## src/hw/cvt_consts.svh

```systemverilog
`ifndef CVT_CONSTS_SVH
`define CVT_CONSTS_SVH

// =========================================================================
// stream geometry
// =========================================================================
`define CVT_WORD_BITS    64    // one stream beat
`define CVT_LANES        8     // bytes per beat

// memory sizing, scaled down so a frame simulates quickly
`define CVT_BANK_DEPTH   16    // words per store bank
`define CVT_SORT_DEPTH   32    // sort entries, also output beats per frame

// frame sequencing
`define CVT_CFG_WORDS    2     // mode/ch_step beat, then chpart_step/ch_part_num beat
`define CVT_CLEAR_CYCLES 3     // length of the counter clear phase

`endif
```

## src/hw/cvt_types_pkg.sv

```systemverilog
package cvt_types_pkg;

	// converter phase, one frame walks through all of them in order
	typedef enum logic [2:0] {
		IDLE,
		CFG_READ,     // two config beats
		STORE,        // payload into the banks
		SORT,         // banks -> sort memory
		OUTPUT,       // sort memory -> output stream
		CLEAR_CNT     // counters back to zero
	} cvt_state_e;

	// upper half of config beat 0
	typedef enum logic [31:0] {
		MODE_CHANNEL_MAJOR = 32'd1,   // byte transpose for 1x1 conv
		MODE_ROW_MAJOR     = 32'd2    // straight copy, unknown codes land here too
	} cvt_mode_e;

endpackage

```

## src/hw/cvt_cfg_pkg.sv

```systemverilog
package cvt_cfg_pkg;

	// one half of a config beat
	typedef logic [31:0] cfg_field_t;

	// assembled frame configuration
	// beat 0 = {mode, ch_step}
	// beat 1 = {chpart_step, ch_part_num}
	typedef struct packed {
		cvt_types_pkg::cvt_mode_e mode;
		cfg_field_t ch_step;        // bank address step between channels
		cfg_field_t chpart_step;    // bank address step between channel parts
		cfg_field_t ch_part_num;    // 1 or 2 channel parts
	} cvt_cfg_t;

endpackage

```

## src/hw/cvt_sort_if.sv

```systemverilog
`timescale 1ns/1ps
`include "cvt_consts.svh"

// sort addressing, from the sort counter to the banks and the sort memory
interface cvt_sort_if;

	logic [$clog2(`CVT_BANK_DEPTH)-1:0] bank_addr;   // word inside the bank
	logic                               bank_sel;    // 0 = first half of payload
	logic [$clog2(`CVT_LANES)-1:0]      byte_sel;    // byte taken from the bank word
	logic [$clog2(`CVT_LANES):0]        lane;        // target byte lane, LANES = whole word
	logic [$clog2(`CVT_SORT_DEPTH)-1:0] sort_addr;   // sort memory entry
	logic                               step;        // high on each sort cycle

	modport source (
		output bank_addr,
		output bank_sel,
		output byte_sel,
		output lane,
		output sort_addr,
		output step
	);

	modport sink (
		input  bank_addr,
		input  bank_sel,
		input  byte_sel,
		input  lane,
		input  sort_addr,
		input  step
	);

endinterface

```

## src/hw/cvt_ctrl_if.sv

```systemverilog
`timescale 1ns/1ps

// phase control between the FSM and the data units
interface cvt_ctrl_if;

	cvt_types_pkg::cvt_state_e state;   // current phase
	logic clear;                        // counter clear, high during CLEAR_CNT

	// one-cycle pulses in the last cycle of each phase
	logic cfg_done;      // store unit
	logic store_done;    // store unit
	logic sort_done;     // sort counter, last address issued
	logic out_done;      // sort memory, last beat accepted

	modport fsm (
		output state,
		output clear,
		input  cfg_done,
		input  store_done,
		input  sort_done,
		input  out_done
	);

	modport unit (
		input  state,
		input  clear,
		output cfg_done,
		output store_done,
		output sort_done,
		output out_done
	);

endinterface

```

## src/hw/cvt_top.sv

```systemverilog
`timescale 1ns/1ps
`include "cvt_consts.svh"

module cvt_top (
	input  logic                      clk,
	input  logic                      reset,
	// input stream
	input  logic [`CVT_WORD_BITS-1:0] din_data,
	input  logic                      din_empty_n,
	output logic                      din_read,
	// output stream
	input  logic                      dout_full_n,
	output logic [`CVT_WORD_BITS-1:0] dout_data,
	output logic                      dout_last,
	output logic                      dout_write,
	output cvt_types_pkg::cvt_state_e state   // observation
);
	cvt_cfg_pkg::cvt_cfg_t     cfg;
	logic [`CVT_WORD_BITS-1:0] bank_data;

	cvt_ctrl_if ctrl_bus ();
	cvt_sort_if sort_bus ();

	cvt_fsm i_fsm (
		.clk         (clk),
		.reset       (reset),
		.din_empty_n (din_empty_n),
		.ctrl        (ctrl_bus.fsm),
		.state       (state)
	);

	cvt_store i_store (
		.clk         (clk),
		.reset       (reset),
		.din_data    (din_data),
		.din_empty_n (din_empty_n),
		.din_read    (din_read),
		.cfg         (cfg),
		.bank_data   (bank_data),
		.ctrl        (ctrl_bus.unit),
		.sort        (sort_bus.sink)
	);

	cvt_sort_counter i_sort_counter (
		.clk   (clk),
		.reset (reset),
		.cfg   (cfg),
		.ctrl  (ctrl_bus.unit),
		.sort  (sort_bus.source)
	);

	cvt_sort_mem i_sort_mem (
		.clk         (clk),
		.reset       (reset),
		.bank_data   (bank_data),
		.dout_full_n (dout_full_n),
		.dout_data   (dout_data),
		.dout_last   (dout_last),
		.dout_write  (dout_write),
		.ctrl        (ctrl_bus.unit),
		.sort        (sort_bus.sink)
	);

endmodule

```

## src/hw/cvt_sort_mem.sv

```systemverilog
`timescale 1ns/1ps
`include "cvt_consts.svh"

module cvt_sort_mem (
	input  logic                      clk,
	input  logic                      reset,
	input  logic [`CVT_WORD_BITS-1:0] bank_data,
	input  logic                      dout_full_n,
	output logic [`CVT_WORD_BITS-1:0] dout_data,
	output logic                      dout_last,
	output logic                      dout_write,
	cvt_ctrl_if.unit                  ctrl,
	cvt_sort_if.sink                  sort
);
	localparam int W       = `CVT_WORD_BITS;
	localparam int LANES   = `CVT_LANES;
	localparam int LANE_W  = $clog2(LANES);
	localparam int SORT_AW = $clog2(`CVT_SORT_DEPTH);

	// stage 1, lines up with bank_data
	logic              s1_step;
	logic [LANE_W:0]   s1_lane;
	logic [LANE_W-1:0] s1_byte;
	logic [SORT_AW-1:0] s1_addr;
	logic [7:0]        pick;
	logic [W-1:0]      wr_data;
	logic [LANES-1:0]  wr_be;
	// stage 2, memory write
	logic              s2_we;
	logic [SORT_AW-1:0] s2_addr;
	logic [W-1:0]      s2_data;
	logic [LANES-1:0]  s2_be;
	logic [W-1:0]      sort_mem [`CVT_SORT_DEPTH];
	// output side
	logic              adv;        // pipeline moves
	logic              rd_issue;
	logic [SORT_AW:0]  rd_cnt;     // counts to DEPTH, then idles
	logic              a_vld;
	logic              a_last;
	logic [W-1:0]      rd_data;

	// =========================================================================
	// byte gather, byte 0 and lane 0 are the most significant
	// =========================================================================
	assign pick = bank_data[W-1 - 8*s1_byte -: 8];

	always_comb begin
		if (s1_lane == (LANE_W+1)'(LANES)) begin
			wr_data = bank_data;   // row-major copy
			wr_be   = '1;
		end else begin
			wr_data = {LANES{pick}};
			wr_be   = {1'b1, {(LANES-1){1'b0}}} >> s1_lane[LANE_W-1:0];
		end
	end

	always_ff @(posedge clk or posedge reset) begin
		if (reset) begin
			s1_step <= 1'b0;
			s2_we   <= 1'b0;
		end else begin
			s1_step <= sort.step;
			s2_we   <= s1_step;
		end
	end

	always_ff @(posedge clk) begin
		s1_lane <= sort.lane;
		s1_byte <= sort.byte_sel;
		s1_addr <= sort.sort_addr;
		s2_addr <= s1_addr;
		s2_data <= wr_data;
		s2_be   <= wr_be;
		for (int i = 0; i < LANES; i++) begin
			if (s2_we & s2_be[i]) begin
				sort_mem[s2_addr][8*i +: 8] <= s2_data[8*i +: 8];
			end
		end
		if (rd_issue & adv) begin
			rd_data <= sort_mem[rd_cnt[SORT_AW-1:0]];
		end
		if (a_vld & adv) begin
			dout_data <= rd_data;
		end
	end

	// =========================================================================
	// output pipeline, everything holds while full_n is low
	// =========================================================================
	assign adv      = dout_full_n;
	assign rd_issue = (ctrl.state == cvt_types_pkg::OUTPUT)
		& (rd_cnt < (SORT_AW+1)'(`CVT_SORT_DEPTH));

	always_ff @(posedge clk or posedge reset) begin
		if (reset) begin
			rd_cnt     <= '0;
			a_vld      <= 1'b0;
			a_last     <= 1'b0;
			dout_write <= 1'b0;
			dout_last  <= 1'b0;
		end else if (ctrl.clear) begin
			rd_cnt <= '0;   // pipeline already empty here
		end else if (adv) begin
			if (rd_issue) begin
				rd_cnt <= rd_cnt + 1'b1;
			end
			a_vld      <= rd_issue;
			a_last     <= rd_issue & (rd_cnt == (SORT_AW+1)'(`CVT_SORT_DEPTH - 1));
			dout_write <= a_vld;
			dout_last  <= a_last;
		end
	end

	assign ctrl.out_done = dout_write & dout_last & dout_full_n;   // entry 31 taken

endmodule

```

## src/hw/cvt_store.sv

```systemverilog
`timescale 1ns/1ps
`include "cvt_consts.svh"

module cvt_store (
	input  logic                       clk,
	input  logic                       reset,
	input  logic [`CVT_WORD_BITS-1:0]  din_data,
	input  logic                       din_empty_n,
	output logic                       din_read,
	output cvt_cfg_pkg::cvt_cfg_t      cfg,
	output logic [`CVT_WORD_BITS-1:0]  bank_data,   // one cycle after the sort address
	cvt_ctrl_if.unit                   ctrl,
	cvt_sort_if.sink                   sort
);
	localparam int HALF    = `CVT_WORD_BITS / 2;
	localparam int BANK_AW = $clog2(`CVT_BANK_DEPTH);
	localparam int ST_W    = BANK_AW + 1;              // top bit picks the bank
	localparam int CFG_W   = $clog2(`CVT_CFG_WORDS);

	logic in_cfg;
	logic in_store;
	logic take;                 // beat accepted this cycle
	logic [CFG_W-1:0] cfg_cnt;
	logic [ST_W-1:0]  st_cnt;   // payload beat index
	logic [`CVT_WORD_BITS-1:0] bank_mem [2][`CVT_BANK_DEPTH];

	assign in_cfg   = (ctrl.state == cvt_types_pkg::CFG_READ);
	assign in_store = (ctrl.state == cvt_types_pkg::STORE);
	assign take     = din_read & din_empty_n;

	assign ctrl.cfg_done   = take & in_cfg & (cfg_cnt == CFG_W'(`CVT_CFG_WORDS - 1));
	assign ctrl.store_done = take & in_store & (st_cnt == '1);

	// =========================================================================
	// read level and beat counters
	// =========================================================================
	always_ff @(posedge clk or posedge reset) begin
		if (reset) begin
			din_read <= 1'b0;
			cfg_cnt  <= '0;
			st_cnt   <= '0;
		end else begin
			// drops on the last payload beat so the next frame stays queued
			din_read <= din_empty_n & (in_cfg | (in_store & ~ctrl.store_done));
			if (ctrl.clear) begin
				cfg_cnt <= '0;
				st_cnt  <= '0;
			end else begin
				if (take & in_cfg) begin
					cfg_cnt <= cfg_cnt + 1'b1;
				end
				if (take & in_store) begin
					st_cnt <= st_cnt + 1'b1;
				end
			end
		end
	end

	// config capture
	always_ff @(posedge clk or posedge reset) begin
		if (reset) begin
			cfg.mode        <= cvt_types_pkg::MODE_ROW_MAJOR;
			cfg.ch_step     <= '0;
			cfg.chpart_step <= '0;
			cfg.ch_part_num <= 32'd1;
		end else if (take & in_cfg) begin
			if (cfg_cnt == '0) begin
				cfg.mode    <= cvt_types_pkg::cvt_mode_e'(din_data[`CVT_WORD_BITS-1 -: HALF]);
				cfg.ch_step <= din_data[HALF-1:0];
			end else begin
				cfg.chpart_step <= din_data[`CVT_WORD_BITS-1 -: HALF];
				cfg.ch_part_num <= din_data[HALF-1:0];
			end
		end
	end

	// =========================================================================
	// bank memories
	// =========================================================================
	always_ff @(posedge clk) begin
		if (take & in_store) begin
			bank_mem[st_cnt[ST_W-1]][st_cnt[BANK_AW-1:0]] <= din_data;   // beats 0-15, 16-31
		end
		if (sort.step) begin
			bank_data <= bank_mem[sort.bank_sel][sort.bank_addr];
		end
	end

endmodule

```

## src/hw/cvt_sort_counter.sv

```systemverilog
`timescale 1ns/1ps
`include "cvt_consts.svh"

module cvt_sort_counter (
	input  logic                  clk,
	input  logic                  reset,
	input  cvt_cfg_pkg::cvt_cfg_t cfg,
	cvt_ctrl_if.unit              ctrl,
	cvt_sort_if.source            sort
);
	localparam int LANE_W  = $clog2(`CVT_LANES);
	localparam int BANK_AW = $clog2(`CVT_BANK_DEPTH);
	localparam int SORT_AW = $clog2(`CVT_SORT_DEPTH);

	logic is_cm;       // channel-major transpose
	logic step;
	logic done;
	logic sort_fin;    // all addresses issued, wait for clear
	logic lane_wrap;
	logic part_wrap;
	logic bank_wrap;
	logic byte_wrap;
	logic [LANE_W-1:0]  lane_cnt;    // fastest
	logic               part_cnt;    // channel part, at most 2
	logic               bank_cnt;
	logic [LANE_W-1:0]  byte_cnt;
	logic [BANK_AW-1:0] col_part;    // slowest
	logic [SORT_AW-1:0] sort_addr;   // flat index in row-major mode
	cvt_cfg_pkg::cfg_field_t addr_sum;

	assign is_cm = (cfg.mode == cvt_types_pkg::MODE_CHANNEL_MAJOR);
	assign step  = (ctrl.state == cvt_types_pkg::SORT) & ~sort_fin;

	// carry chain of the nested counters
	assign lane_wrap = (lane_cnt == '1);
	assign part_wrap = (cvt_cfg_pkg::cfg_field_t'(part_cnt) == cfg.ch_part_num - 1);
	assign bank_wrap = bank_cnt;
	assign byte_wrap = (byte_cnt == '1);

	// last address of the frame
	assign done = step & (sort_addr == '1) & (~is_cm | lane_wrap);

	// =========================================================================
	// nested counters
	// =========================================================================
	always_ff @(posedge clk or posedge reset) begin
		if (reset) begin
			lane_cnt  <= '0;
			part_cnt  <= 1'b0;
			bank_cnt  <= 1'b0;
			byte_cnt  <= '0;
			col_part  <= '0;
			sort_addr <= '0;
			sort_fin  <= 1'b0;
		end else if (ctrl.clear) begin
			lane_cnt  <= '0;
			part_cnt  <= 1'b0;
			bank_cnt  <= 1'b0;
			byte_cnt  <= '0;
			col_part  <= '0;
			sort_addr <= '0;
			sort_fin  <= 1'b0;
		end else if (step) begin
			if (is_cm) begin
				lane_cnt <= lane_cnt + 1'b1;
				if (lane_wrap) begin
					part_cnt <= part_wrap ? 1'b0 : ~part_cnt;
				end
				if (lane_wrap & part_wrap) begin
					bank_cnt <= ~bank_cnt;
				end
				if (lane_wrap & part_wrap & bank_wrap) begin
					byte_cnt <= byte_cnt + 1'b1;
				end
				if (lane_wrap & part_wrap & bank_wrap & byte_wrap) begin
					col_part <= col_part + 1'b1;
				end
			end
			if (~is_cm | lane_wrap) begin
				sort_addr <= sort_addr + 1'b1;   // one entry per 8 lanes in transpose
			end
			sort_fin <= done;
		end
	end

	// bank word = lane*ch_step + ch_part*chpart_step + col_part
	assign addr_sum = cvt_cfg_pkg::cfg_field_t'(lane_cnt) * cfg.ch_step
		+ cvt_cfg_pkg::cfg_field_t'(part_cnt) * cfg.chpart_step
		+ cvt_cfg_pkg::cfg_field_t'(col_part);

	// row-major just splits the flat index
	assign sort.bank_sel  = is_cm ? bank_cnt : sort_addr[SORT_AW-1];
	assign sort.bank_addr = is_cm ? addr_sum[BANK_AW-1:0] : sort_addr[BANK_AW-1:0];
	assign sort.byte_sel  = byte_cnt;
	assign sort.lane      = is_cm ? {1'b0, lane_cnt} : (LANE_W+1)'(`CVT_LANES);  // full word
	assign sort.sort_addr = sort_addr;
	assign sort.step      = step;

	assign ctrl.sort_done = done;

endmodule

```

## src/hw/cvt_fsm.sv

```systemverilog
`timescale 1ns/1ps
`include "cvt_consts.svh"

module cvt_fsm (
	input  logic                      clk,
	input  logic                      reset,
	input  logic                      din_empty_n,   // frame start
	cvt_ctrl_if.fsm                   ctrl,
	output cvt_types_pkg::cvt_state_e state
);
	localparam int CLR_N = `CVT_CLEAR_CYCLES;

	cvt_types_pkg::cvt_state_e state_q;
	cvt_types_pkg::cvt_state_e state_d;
	logic [1:0]       sort_dly;   // sort_done aged by two cycles
	logic [CLR_N-2:0] clr_sh;     // fills with ones during CLEAR_CNT

	// =========================================================================
	// state register
	// =========================================================================
	always_ff @(posedge clk or posedge reset) begin
		if (reset) begin
			state_q  <= cvt_types_pkg::IDLE;
			sort_dly <= '0;
			clr_sh   <= '0;
		end else begin
			state_q  <= state_d;
			sort_dly <= {sort_dly[0], ctrl.sort_done};   // in-flight sort writes drain
			if (state_q == cvt_types_pkg::CLEAR_CNT) begin
				clr_sh <= {clr_sh[CLR_N-3:0], 1'b1};
			end else begin
				clr_sh <= '0;
			end
		end
	end

	// next state on each phase's done pulse
	always_comb begin
		state_d = state_q;
		case (state_q)
			cvt_types_pkg::IDLE:
				state_d = din_empty_n ? cvt_types_pkg::CFG_READ : state_q;
			cvt_types_pkg::CFG_READ:
				state_d = ctrl.cfg_done ? cvt_types_pkg::STORE : state_q;
			cvt_types_pkg::STORE:
				state_d = ctrl.store_done ? cvt_types_pkg::SORT : state_q;
			cvt_types_pkg::SORT:
				state_d = sort_dly[1] ? cvt_types_pkg::OUTPUT : state_q;   // last write landed
			cvt_types_pkg::OUTPUT:
				state_d = ctrl.out_done ? cvt_types_pkg::CLEAR_CNT : state_q;
			cvt_types_pkg::CLEAR_CNT:
				state_d = clr_sh[CLR_N-2] ? cvt_types_pkg::IDLE : state_q;  // CLR_N cycles
			default:
				state_d = cvt_types_pkg::IDLE;
		endcase
	end

	assign ctrl.state = state_q;
	assign ctrl.clear = (state_q == cvt_types_pkg::CLEAR_CNT);
	assign state      = state_q;   // observation copy

endmodule

```

## config.mk

```make
export PLATFORM = sky130hd
export DESIGN_NAME = cvt_top
export DESIGN_NICKNAME = d
export VERILOG_FILES = /design/src/hw/cvt_types_pkg.sv /design/src/hw/cvt_cfg_pkg.sv /design/src/hw/cvt_sort_if.sv /design/src/hw/cvt_ctrl_if.sv /design/src/hw/cvt_top.sv /design/src/hw/cvt_sort_mem.sv /design/src/hw/cvt_store.sv /design/src/hw/cvt_sort_counter.sv /design/src/hw/cvt_fsm.sv
export VERILOG_INCLUDE_DIRS = /design/src /design/src/hw
export SDC_FILE = /design/constraint.sdc
export NUM_CORES = 2
export LEC_CHECK = 0
export ABC_AREA = 0
export BUFFER_PORTS_ARGS = -buffer_cell sky130_fd_sc_hd__buf_4
export CORE_ASPECT_RATIO = 2
export CORE_UTILIZATION = 25
export DETAILED_ROUTE_END_ITERATION = 8
export HOLD_SLACK_MARGIN = 0.06
export PLACE_DENSITY = 0.37
export SETUP_SLACK_MARGIN = 0.5
export SLEW_MARGIN = 20
export SYNTH_ARGS = -nofsm -noshare
export SYNTH_HDL_FRONTEND = slang
export SYNTH_SLANG_ARGS = --single-unit
```

## constraint.sdc

```tcl
create_clock -name clk -period 7.1 [get_ports clk]
set_input_delay 1.065 -clock clk [delete_from_list [all_inputs] [get_ports clk]]
set_output_delay 1.065 -clock clk [all_outputs]
set_load 0.005 [all_outputs]
```

== After elaboration in Yosys (flattened, before gate mapping) ==
Memories as Yosys holds them, arrays and structs flattened. A register that Yosys moved wholly into a read port is not among the register bits.
Index checks and enable logic that the tools add are counted.

* Multiplexer cells: 67
* Bitwise logic cells: 38
* Order comparisons: 4
* $add $sub $neg: 11
* Shift operators: 2
* Equal/unequal tests: 19
* Reduce and logical (&&, ||, !) cells: 24
* $mul: 2

{| class="wikitable"
|+ Operators with widths
! kind !! number
|-
| 1024-bit 2-to-1 mux || 1
|-
| 64-bit binary-select mux with 4-bit select || 1
|-
| 64-bit demux with 4-bit select || 1
|-
| 64-bit 2-to-1 mux || 4
|-
| 71-bit by 33-bit indexed part select with 8-bit output || 1
|-
| 3-bit 2-to-1 mux || 13
|-
| 1-bit by 32-bit == test with 1-bit output || 1
|-
| 32-bit by 1-bit == test with 1-bit output (second input constant) || 1
|-
| 1-bit by 32-bit multiplier with 4-bit output || 1
|-
| 3-bit by 32-bit multiplier with 4-bit output || 1
|-
| 32-bit by 1-bit subtractor with 32-bit output (second input constant) || 1
|-
| 1-bit 2-to-1 mux || 31
|-
| 1-bit bitwise AND || 27
|-
| 5-bit 2-to-1 mux || 5
|-
| 4-bit 2-to-1 mux || 6
|-
| 2-bit nonzero test || 11
|-
| 6-bit 2-to-1 mux || 3
|-
| 3-bit one-hot mux with 6 select lines || 1
|-
| 3-bit == test (second input constant) || 4
|-
| 2-bit AND reduction || 6
|-
| 3-bit AND reduction || 4
|-
| 5-bit by 1-bit adder with 5-bit output (second input constant) || 2
|-
| 5-bit == test (second input constant) || 2
|-
| 5-bit >= comparator (second input constant) || 2
|-
| other kinds (22) || 37
|}

* Output and inout port bits: 70
* Flip-flop bits (word level): 389
* RAM bits: 4096
* Memories: 2
* Bits of input ports: 68

{| class="wikitable"
|+ Memory list
! memory !! words !! width !! read ports !! clocked after memory_dff !! write ports !! line !! text
|-
| i_sort_mem.sort_mem || 32 || 64 || 1 || 1 || 1 || cvt_sort_mem.sv:33 || <nowiki>logic [W-1:0] sort_mem [`CVT_SORT_DEPTH];</nowiki>
|-
| i_store.bank_mem || 2 || 1024 || 1 || 0 || 1 || cvt_store.sv:25 || <nowiki>logic [`CVT_WORD_BITS-1:0] bank_mem [2][`CVT_BANK_DEPTH];</nowiki>
|}

== Depth between registers and ports, before layout ==
* Word-level depth: 9
* Gate-level depth with buffers: 18
* Depth with buffers taken out: 16

== Worst setup path before layout ==
Ideal clock, no wire load.

* Kind: input to register
* From: input port din_empty_n
* To: memory i_store.bank_mem[1][0] (netlist name) (enable)
* Data arrival time: 5.162 ns
* Setup time: 0.487 ns
* Stages: 5
* Path slack: 1.451 ns
* Cell sequence: nor2b_1 > nand2_1 > nor3b_1 > nand2_1 > nor2_1

* Longest elaborated chain between the ends: 4

{| class="wikitable"
|+ RTL lines
! element !! line !! text
|-
| start: declaration || cvt_top.sv:9 || <nowiki>input logic din_empty_n,</nowiki>
|-
| 1-bit bitwise AND || cvt_store.sv:29 || <nowiki>assign take = din_read & din_empty_n;</nowiki>
|-
| 1-bit bitwise AND || cvt_store.sv:81 || <nowiki>if (take & in_store) begin</nowiki>
|-
| 1-bit 2-to-1 mux || cvt_store.sv:81 ||
|-
| 1024-bit 2-to-1 mux (implied by the code) || cvt_store.sv:82 || <nowiki>bank_mem[st_cnt[ST_W-1]][st_cnt[BANK_AW-1:0]] <= din_data;</nowiki>
|-
| end: declaration || cvt_store.sv:25 ||
|}

Every way passes these cells.

== Final worst setup path ==
* From: register i_store.cfg[100] (netlist name)
* To: register i_store.bank_data[6] (data pin)

* Longest elaborated chain between the ends: 6

{| class="wikitable"
|+ RTL lines
! element !! line !! text
|-
| 32-bit by 1-bit == test with 1-bit output (*) || cvt_sort_counter.sv:31 || <nowiki>assign is_cm = (cfg.mode == cvt_types_pkg::MODE_CHANNEL_MAJOR);</nowiki>
|-
| 1-bit 2-to-1 mux / 4-bit 2-to-1 mux (equally long branches) || cvt_sort_counter.sv:92, cvt_sort_counter.sv:93 ||
|-
| memory 2 x 1024 bit / 4-bit inverter with 5-bit output (equally long branches) || -- ||
|-
| 64-bit binary-select mux with 4-bit select (*) || cvt_store.sv:85 || <nowiki>bank_data <= bank_mem[sort.bank_sel][sort.bank_addr];</nowiki>
|-
| 64-bit 2-to-1 mux (implied by the code) (*) (2 in a row) || cvt_store.sv:85 ||
|-
| end signal: assignment || cvt_store.sv:85 ||
|-
| end: declaration || cvt_store.sv:11 || <nowiki>output logic [`CVT_WORD_BITS-1:0] bank_data,</nowiki>
|}

Mark *: on every way between the ends. The rest lies on a longest branch, timed or not. The select of a mux whose other input is x is not followed.
A chain may end at the register's enable or synchronous reset.

==> out/summary.log <==
INFO  status         run_status=complete, but fails checks
INFO  status         violations=design-rule violations
INFO  worst_hold_path hold_path_class=flop to flop
INFO  worst_setup_path crit_fanout=32
INFO  sta            max-slew-margin-rel=22.4%
INFO  global_route   grt_start_max_net_pins=107
INFO  finish         drive_gt1_share=23.3%
INFO  synth          yosysTopAreaCell=sky130_fd_sc_hd__edfxtp_1
INFO  worst_hold_path holdPathEnd=i_sort_mem.s2_addr[2]$_DFF_P_
INFO  synth          netlist_area=171000um^2
INFO  worst_setup_path start_kind=flop
INFO  clocking       cts-buffers-inserted=438
INFO  worst_setup_path worst_r2r_endpoint=i_store.bank_data[6]$_DFFE_PP_
INFO  placement      io_buffer_count=137
INFO  drt            detail_route.vias_per_cell=4.61
INFO  power_and_ir_drop pwr_dens=360nW/um^2
INFO  placement      gpl.final_weighted_congestion=0.781
INFO  sta            tightest_slew=1.16ns
INFO  worst_setup_path critical_path_class=flop to flop
INFO  worst_setup_path critical_path.endpoint_type=flop
INFO  sta            tns_setup=0ns
INFO  worst_setup_path critPathArrivalTime=6.20ns
INFO  power_and_ir_drop static-leakage-power=0.0622uW
INFO  synth          synthArstFlopShare=2.58%
INFO  sta            hold-worst-slack=0.329ns
INFO  worst_hold_path holdPathStages=0
INFO  sta            fin_crit_sh=76.7%
INFO  sta            layout_setup_ws=1.65ns
INFO  worst_setup_path r2r_start=i_store.cfg[100]$_DFFE_PP0P_
INFO  job            timing.max_cap.violations=0
INFO  clocking       cts_root_buffer_type=sky130_fd_sc_hd__clkbuf_16
INFO  die            floorplan_row_count=429
INFO  clocking       clock_latency=1.09ns
INFO  die            die-width=587um
INFO  sta            timing.clock.skew=0.0897ns
INFO  placement      placed_insts=17500
INFO  global_route   number_of_global_route_vias_before_repair=90700
INFO  synth          synth_top_cell_area_share=75.3%
INFO  finish         mostFrequentLayoutCells=sky130_fd_sc_hd__edfxtp_1, sky130_fd_sc_hd__mux4_2, sky130_fd_sc_hd__nand2_1
INFO  synth          synth-edff-count=4288
INFO  worst_hold_path launch_point_of_the_worst_hold_path=i_sort_mem.s1_addr[2]$_DFF_P_
INFO  global_route   grt_first_pass_wirelength=806000um
INFO  synth          synthesized_instance_count=8510
INFO  worst_setup_path critical_path_rt=7.85ns
INFO  synth          post_synth_main_area_contributors=sky130_fd_sc_hd__edfxtp_1, sky130_fd_sc_hd__mux4_2, sky130_fd_sc_hd__mux2i_1
INFO  drt            drcViolationCount=39
INFO  die            io_pins=138
INFO  drt            wl_per_cell=32.7um
INFO  clocking       cts_htree_levels=5
INFO  clocking       cts.reportedPaths.clkPinSlew=0.06ns
INFO  sta            slew_viol_final=0
INFO  drt            routed-via-count=84600
INFO  synth          ys_flop_type=sky130_fd_sc_hd__edfxtp_1
INFO  die            vertical_extent_of_the_die=1170um
INFO  global_route   initial_antenna_violation_count=33
INFO  finish         layout-area-overhead-vs-synth=16.8%
INFO  power_and_ir_drop ir_worst_vdd=0.400mV
INFO  drt            drt_pre_antenna_iters=9
INFO  sta            min_period=5.45ns
INFO  drt            postRouteWirelength=599000um
INFO  die            placeable_core_area=682000um^2
INFO  clocking       clk_path_buf_depth=5
INFO  synth          avgSynthCellArea=20.1um^2
INFO  finish         instances_no_fill=18300
INFO  clocking       clock-sinks=4493
INFO  global_route   gr-total-overflow=0
INFO  placement      hpwl=386000um
INFO  clocking       postCtsSetupRepairBufs=0
INFO  sta            timing.fmax=184MHz
INFO  sta            grt_setup_unrepaired=no
INFO  worst_setup_path worst-r2r-cell-count=10
INFO  global_route   grtUsageTotal=17.2%
INFO  synth          yosys_warnings=0
INFO  finish         final_core_utilization=29.3%
INFO  worst_setup_path regToRegSetupSlack=1.65ns
INFO  die            start_util=25.1%
INFO  finish         most_common_cell_after_layout_fill_and_taps_aside=sky130_fd_sc_hd__edfxtp_1
INFO  synth          synth-seq-cells=4493
INFO  synth          synth_cell_type_count=79
INFO  clocking       tritoncts_clock_tree=yes
INFO  synth          synth_sequential_area_ratio=78.0%
INFO  die            design.die.area=688000um^2
INFO  sta            report.final.hold_viol_count=0
INFO  synth          synth.net_count=8602
INFO  placement      placement.setup.worst_slack=1.47ns
INFO  drt            detailedRoute.firstIterationViolations=5691
INFO  sta            total_of_endpoints_with_negative_setup_slack_in_the_final_report=0
INFO  finish         fin_nets=9021
INFO  drt            drtAntennaViolNets=0
==> metrics by stage <==
step / instance area (um^2) / power, uW
floorplan: 171000 / 40700
global placement: 186000 / 49200
detailed placement: 186000 / 49400
CTS: 200000 / 73200
global route: 200000 / 74200
finish: 200000 / 71900
==> flip-flops by register name (all words and copies together), names as in the netlist, 6 cells and up <==
register,count
i_store.bank_mem,2048
i_sort_mem.s2_be,8
i_sort_mem.dout_data,64
i_store.bank_data,64
i_sort_mem.sort_mem,2048
i_sort_mem.s2_data,64
i_store.cfg,72
i_sort_mem.rd_cnt,6
i_sort_mem.rd_data,64
==> layout make-up <==
class,instances,area [um^2]
Multi-Input combinational cell,3521,36300
Sequential cell,4493,133000
Clock inverter,228,2300
Fill cell,66800,482000
Inverter,19,78.8
Timing Repair Buffer,456,4490
Tap cell,9051,11300
Clock buffer,551,11600
Antenna cell,21,52.6
==> power breakdown <==
group | internal (uW) | switching (uW)
Clock | 13100 | 10400
Sequential | 32300 | 2050
Combinational | 3960 | 10000
==> synth_stat cells, types with 4 or more instances <==
cell type and n:
sky130_fd_sc_hd__edfxtp_1 4288, sky130_fd_sc_hd__mux4_2 782, sky130_fd_sc_hd__nand2_1 756, sky130_fd_sc_hd__mux2i_1 464, sky130_fd_sc_hd__clkbuf_1 363, sky130_fd_sc_hd__nor2_1 336, sky130_fd_sc_hd__nand3_1 210, sky130_fd_sc_hd__a32oi_1 191
sky130_fd_sc_hd__mux2_2 141, sky130_fd_sc_hd__a221oi_1 132, sky130_fd_sc_hd__a22oi_1 126, sky130_fd_sc_hd__dfrtp_1 114, sky130_fd_sc_hd__buf_1 98, sky130_fd_sc_hd__dfxtp_1 89, sky130_fd_sc_hd__nand4_1 74, sky130_fd_sc_hd__a21o_1 66
sky130_fd_sc_hd__ha_1 19, sky130_fd_sc_hd__nand3b_1 18, sky130_fd_sc_hd__nor4_1 18, sky130_fd_sc_hd__inv_1 17, sky130_fd_sc_hd__a21oi_1 16, sky130_fd_sc_hd__and2_1 16, sky130_fd_sc_hd__o21ai_0 15, sky130_fd_sc_hd__buf_2 14
sky130_fd_sc_hd__nor3_1 14, sky130_fd_sc_hd__xnor2_1 11, sky130_fd_sc_hd__or3_1 10, sky130_fd_sc_hd__xor2_1 9, sky130_fd_sc_hd__nor2b_1 8, sky130_fd_sc_hd__nor3b_1 7, sky130_fd_sc_hd__o31ai_1 6, sky130_fd_sc_hd__fa_1 5
sky130_fd_sc_hd__and3_1 4, sky130_fd_sc_hd__o21bai_1 4
==> per-layer routing <==
layer,vias to the layer above,global-route usage [%],routed length [um]
met5,-,0,26
met4,4,7.69,27300
met3,741,1.91,17700
met2,1891,35.5,355000
met1,46300,16.7,199000
li1,35600,-,-
==> logic make-up (layout without fill, tap and decap cells) <==
kind of cell               Yosys count  count (layout)  synth area share, %
AOI/OAI and AO/OA                  584             584                 2.78
xor gates and xnor gates            22              22                0.129
adders and majority gates           24              24                0.198
buffers and inverters              496            1254                 1.11
DFF                               4493            4493                 78.0
muxes                             1387            1387                 13.9
other                                0              21                    0
and+or+nand+nor                   1504            1504                 3.82
==> what timing repair did <==
item / in CTS / in global routing
endpoints found under the hold margin: 37 / 0
resized for setup: 0 / 0
hold buffers: 1 / 0
setup endpoints to repair: 0 / 0
==> how the worst max path moves through the flow <==
stage                                                      start                          endpoint  slack, ns  cells after the start
after floorplan                                      din_empty_n  i_store.bank_mem[1][0]$_DFFE_PP_       1.45                      5
after global placement              i_store.cfg[100]$_DFFE_PP0P_    i_store.bank_data[6]$_DFFE_PP_       1.46                     10
after detailed placement            i_store.cfg[100]$_DFFE_PP0P_    i_store.bank_data[6]$_DFFE_PP_       1.47                     10
after CTS                           i_store.cfg[100]$_DFFE_PP0P_    i_store.bank_data[6]$_DFFE_PP_       1.47                     10
after global routing      i_sort_counter.lane_cnt[1]$_DFFE_PP0P_    i_store.bank_data[3]$_DFFE_PP_       1.54                     16
final                               i_store.cfg[100]$_DFFE_PP0P_    i_store.bank_data[6]$_DFFE_PP_       1.65                     10
==> critical path, cell delays in order, from the launching register on <==
cell and delay [ns]:
sky130_fd_sc_hd__dfrtp_1 0.37, sky130_fd_sc_hd__nor4_1 0.60, sky130_fd_sc_hd__nand2_1 0.39, sky130_fd_sc_hd__nor4_2 0.35, sky130_fd_sc_hd__buf_4 0.49, sky130_fd_sc_hd__mux2i_4 0.85, sky130_fd_sc_hd__buf_12 0.21, sky130_fd_sc_hd__buf_12 0.25
sky130_fd_sc_hd__mux4_2 0.58, sky130_fd_sc_hd__a22oi_1 0.77, sky130_fd_sc_hd__nand3_1 0.14
Note: power is estimated with default switching activity, not from simulation.
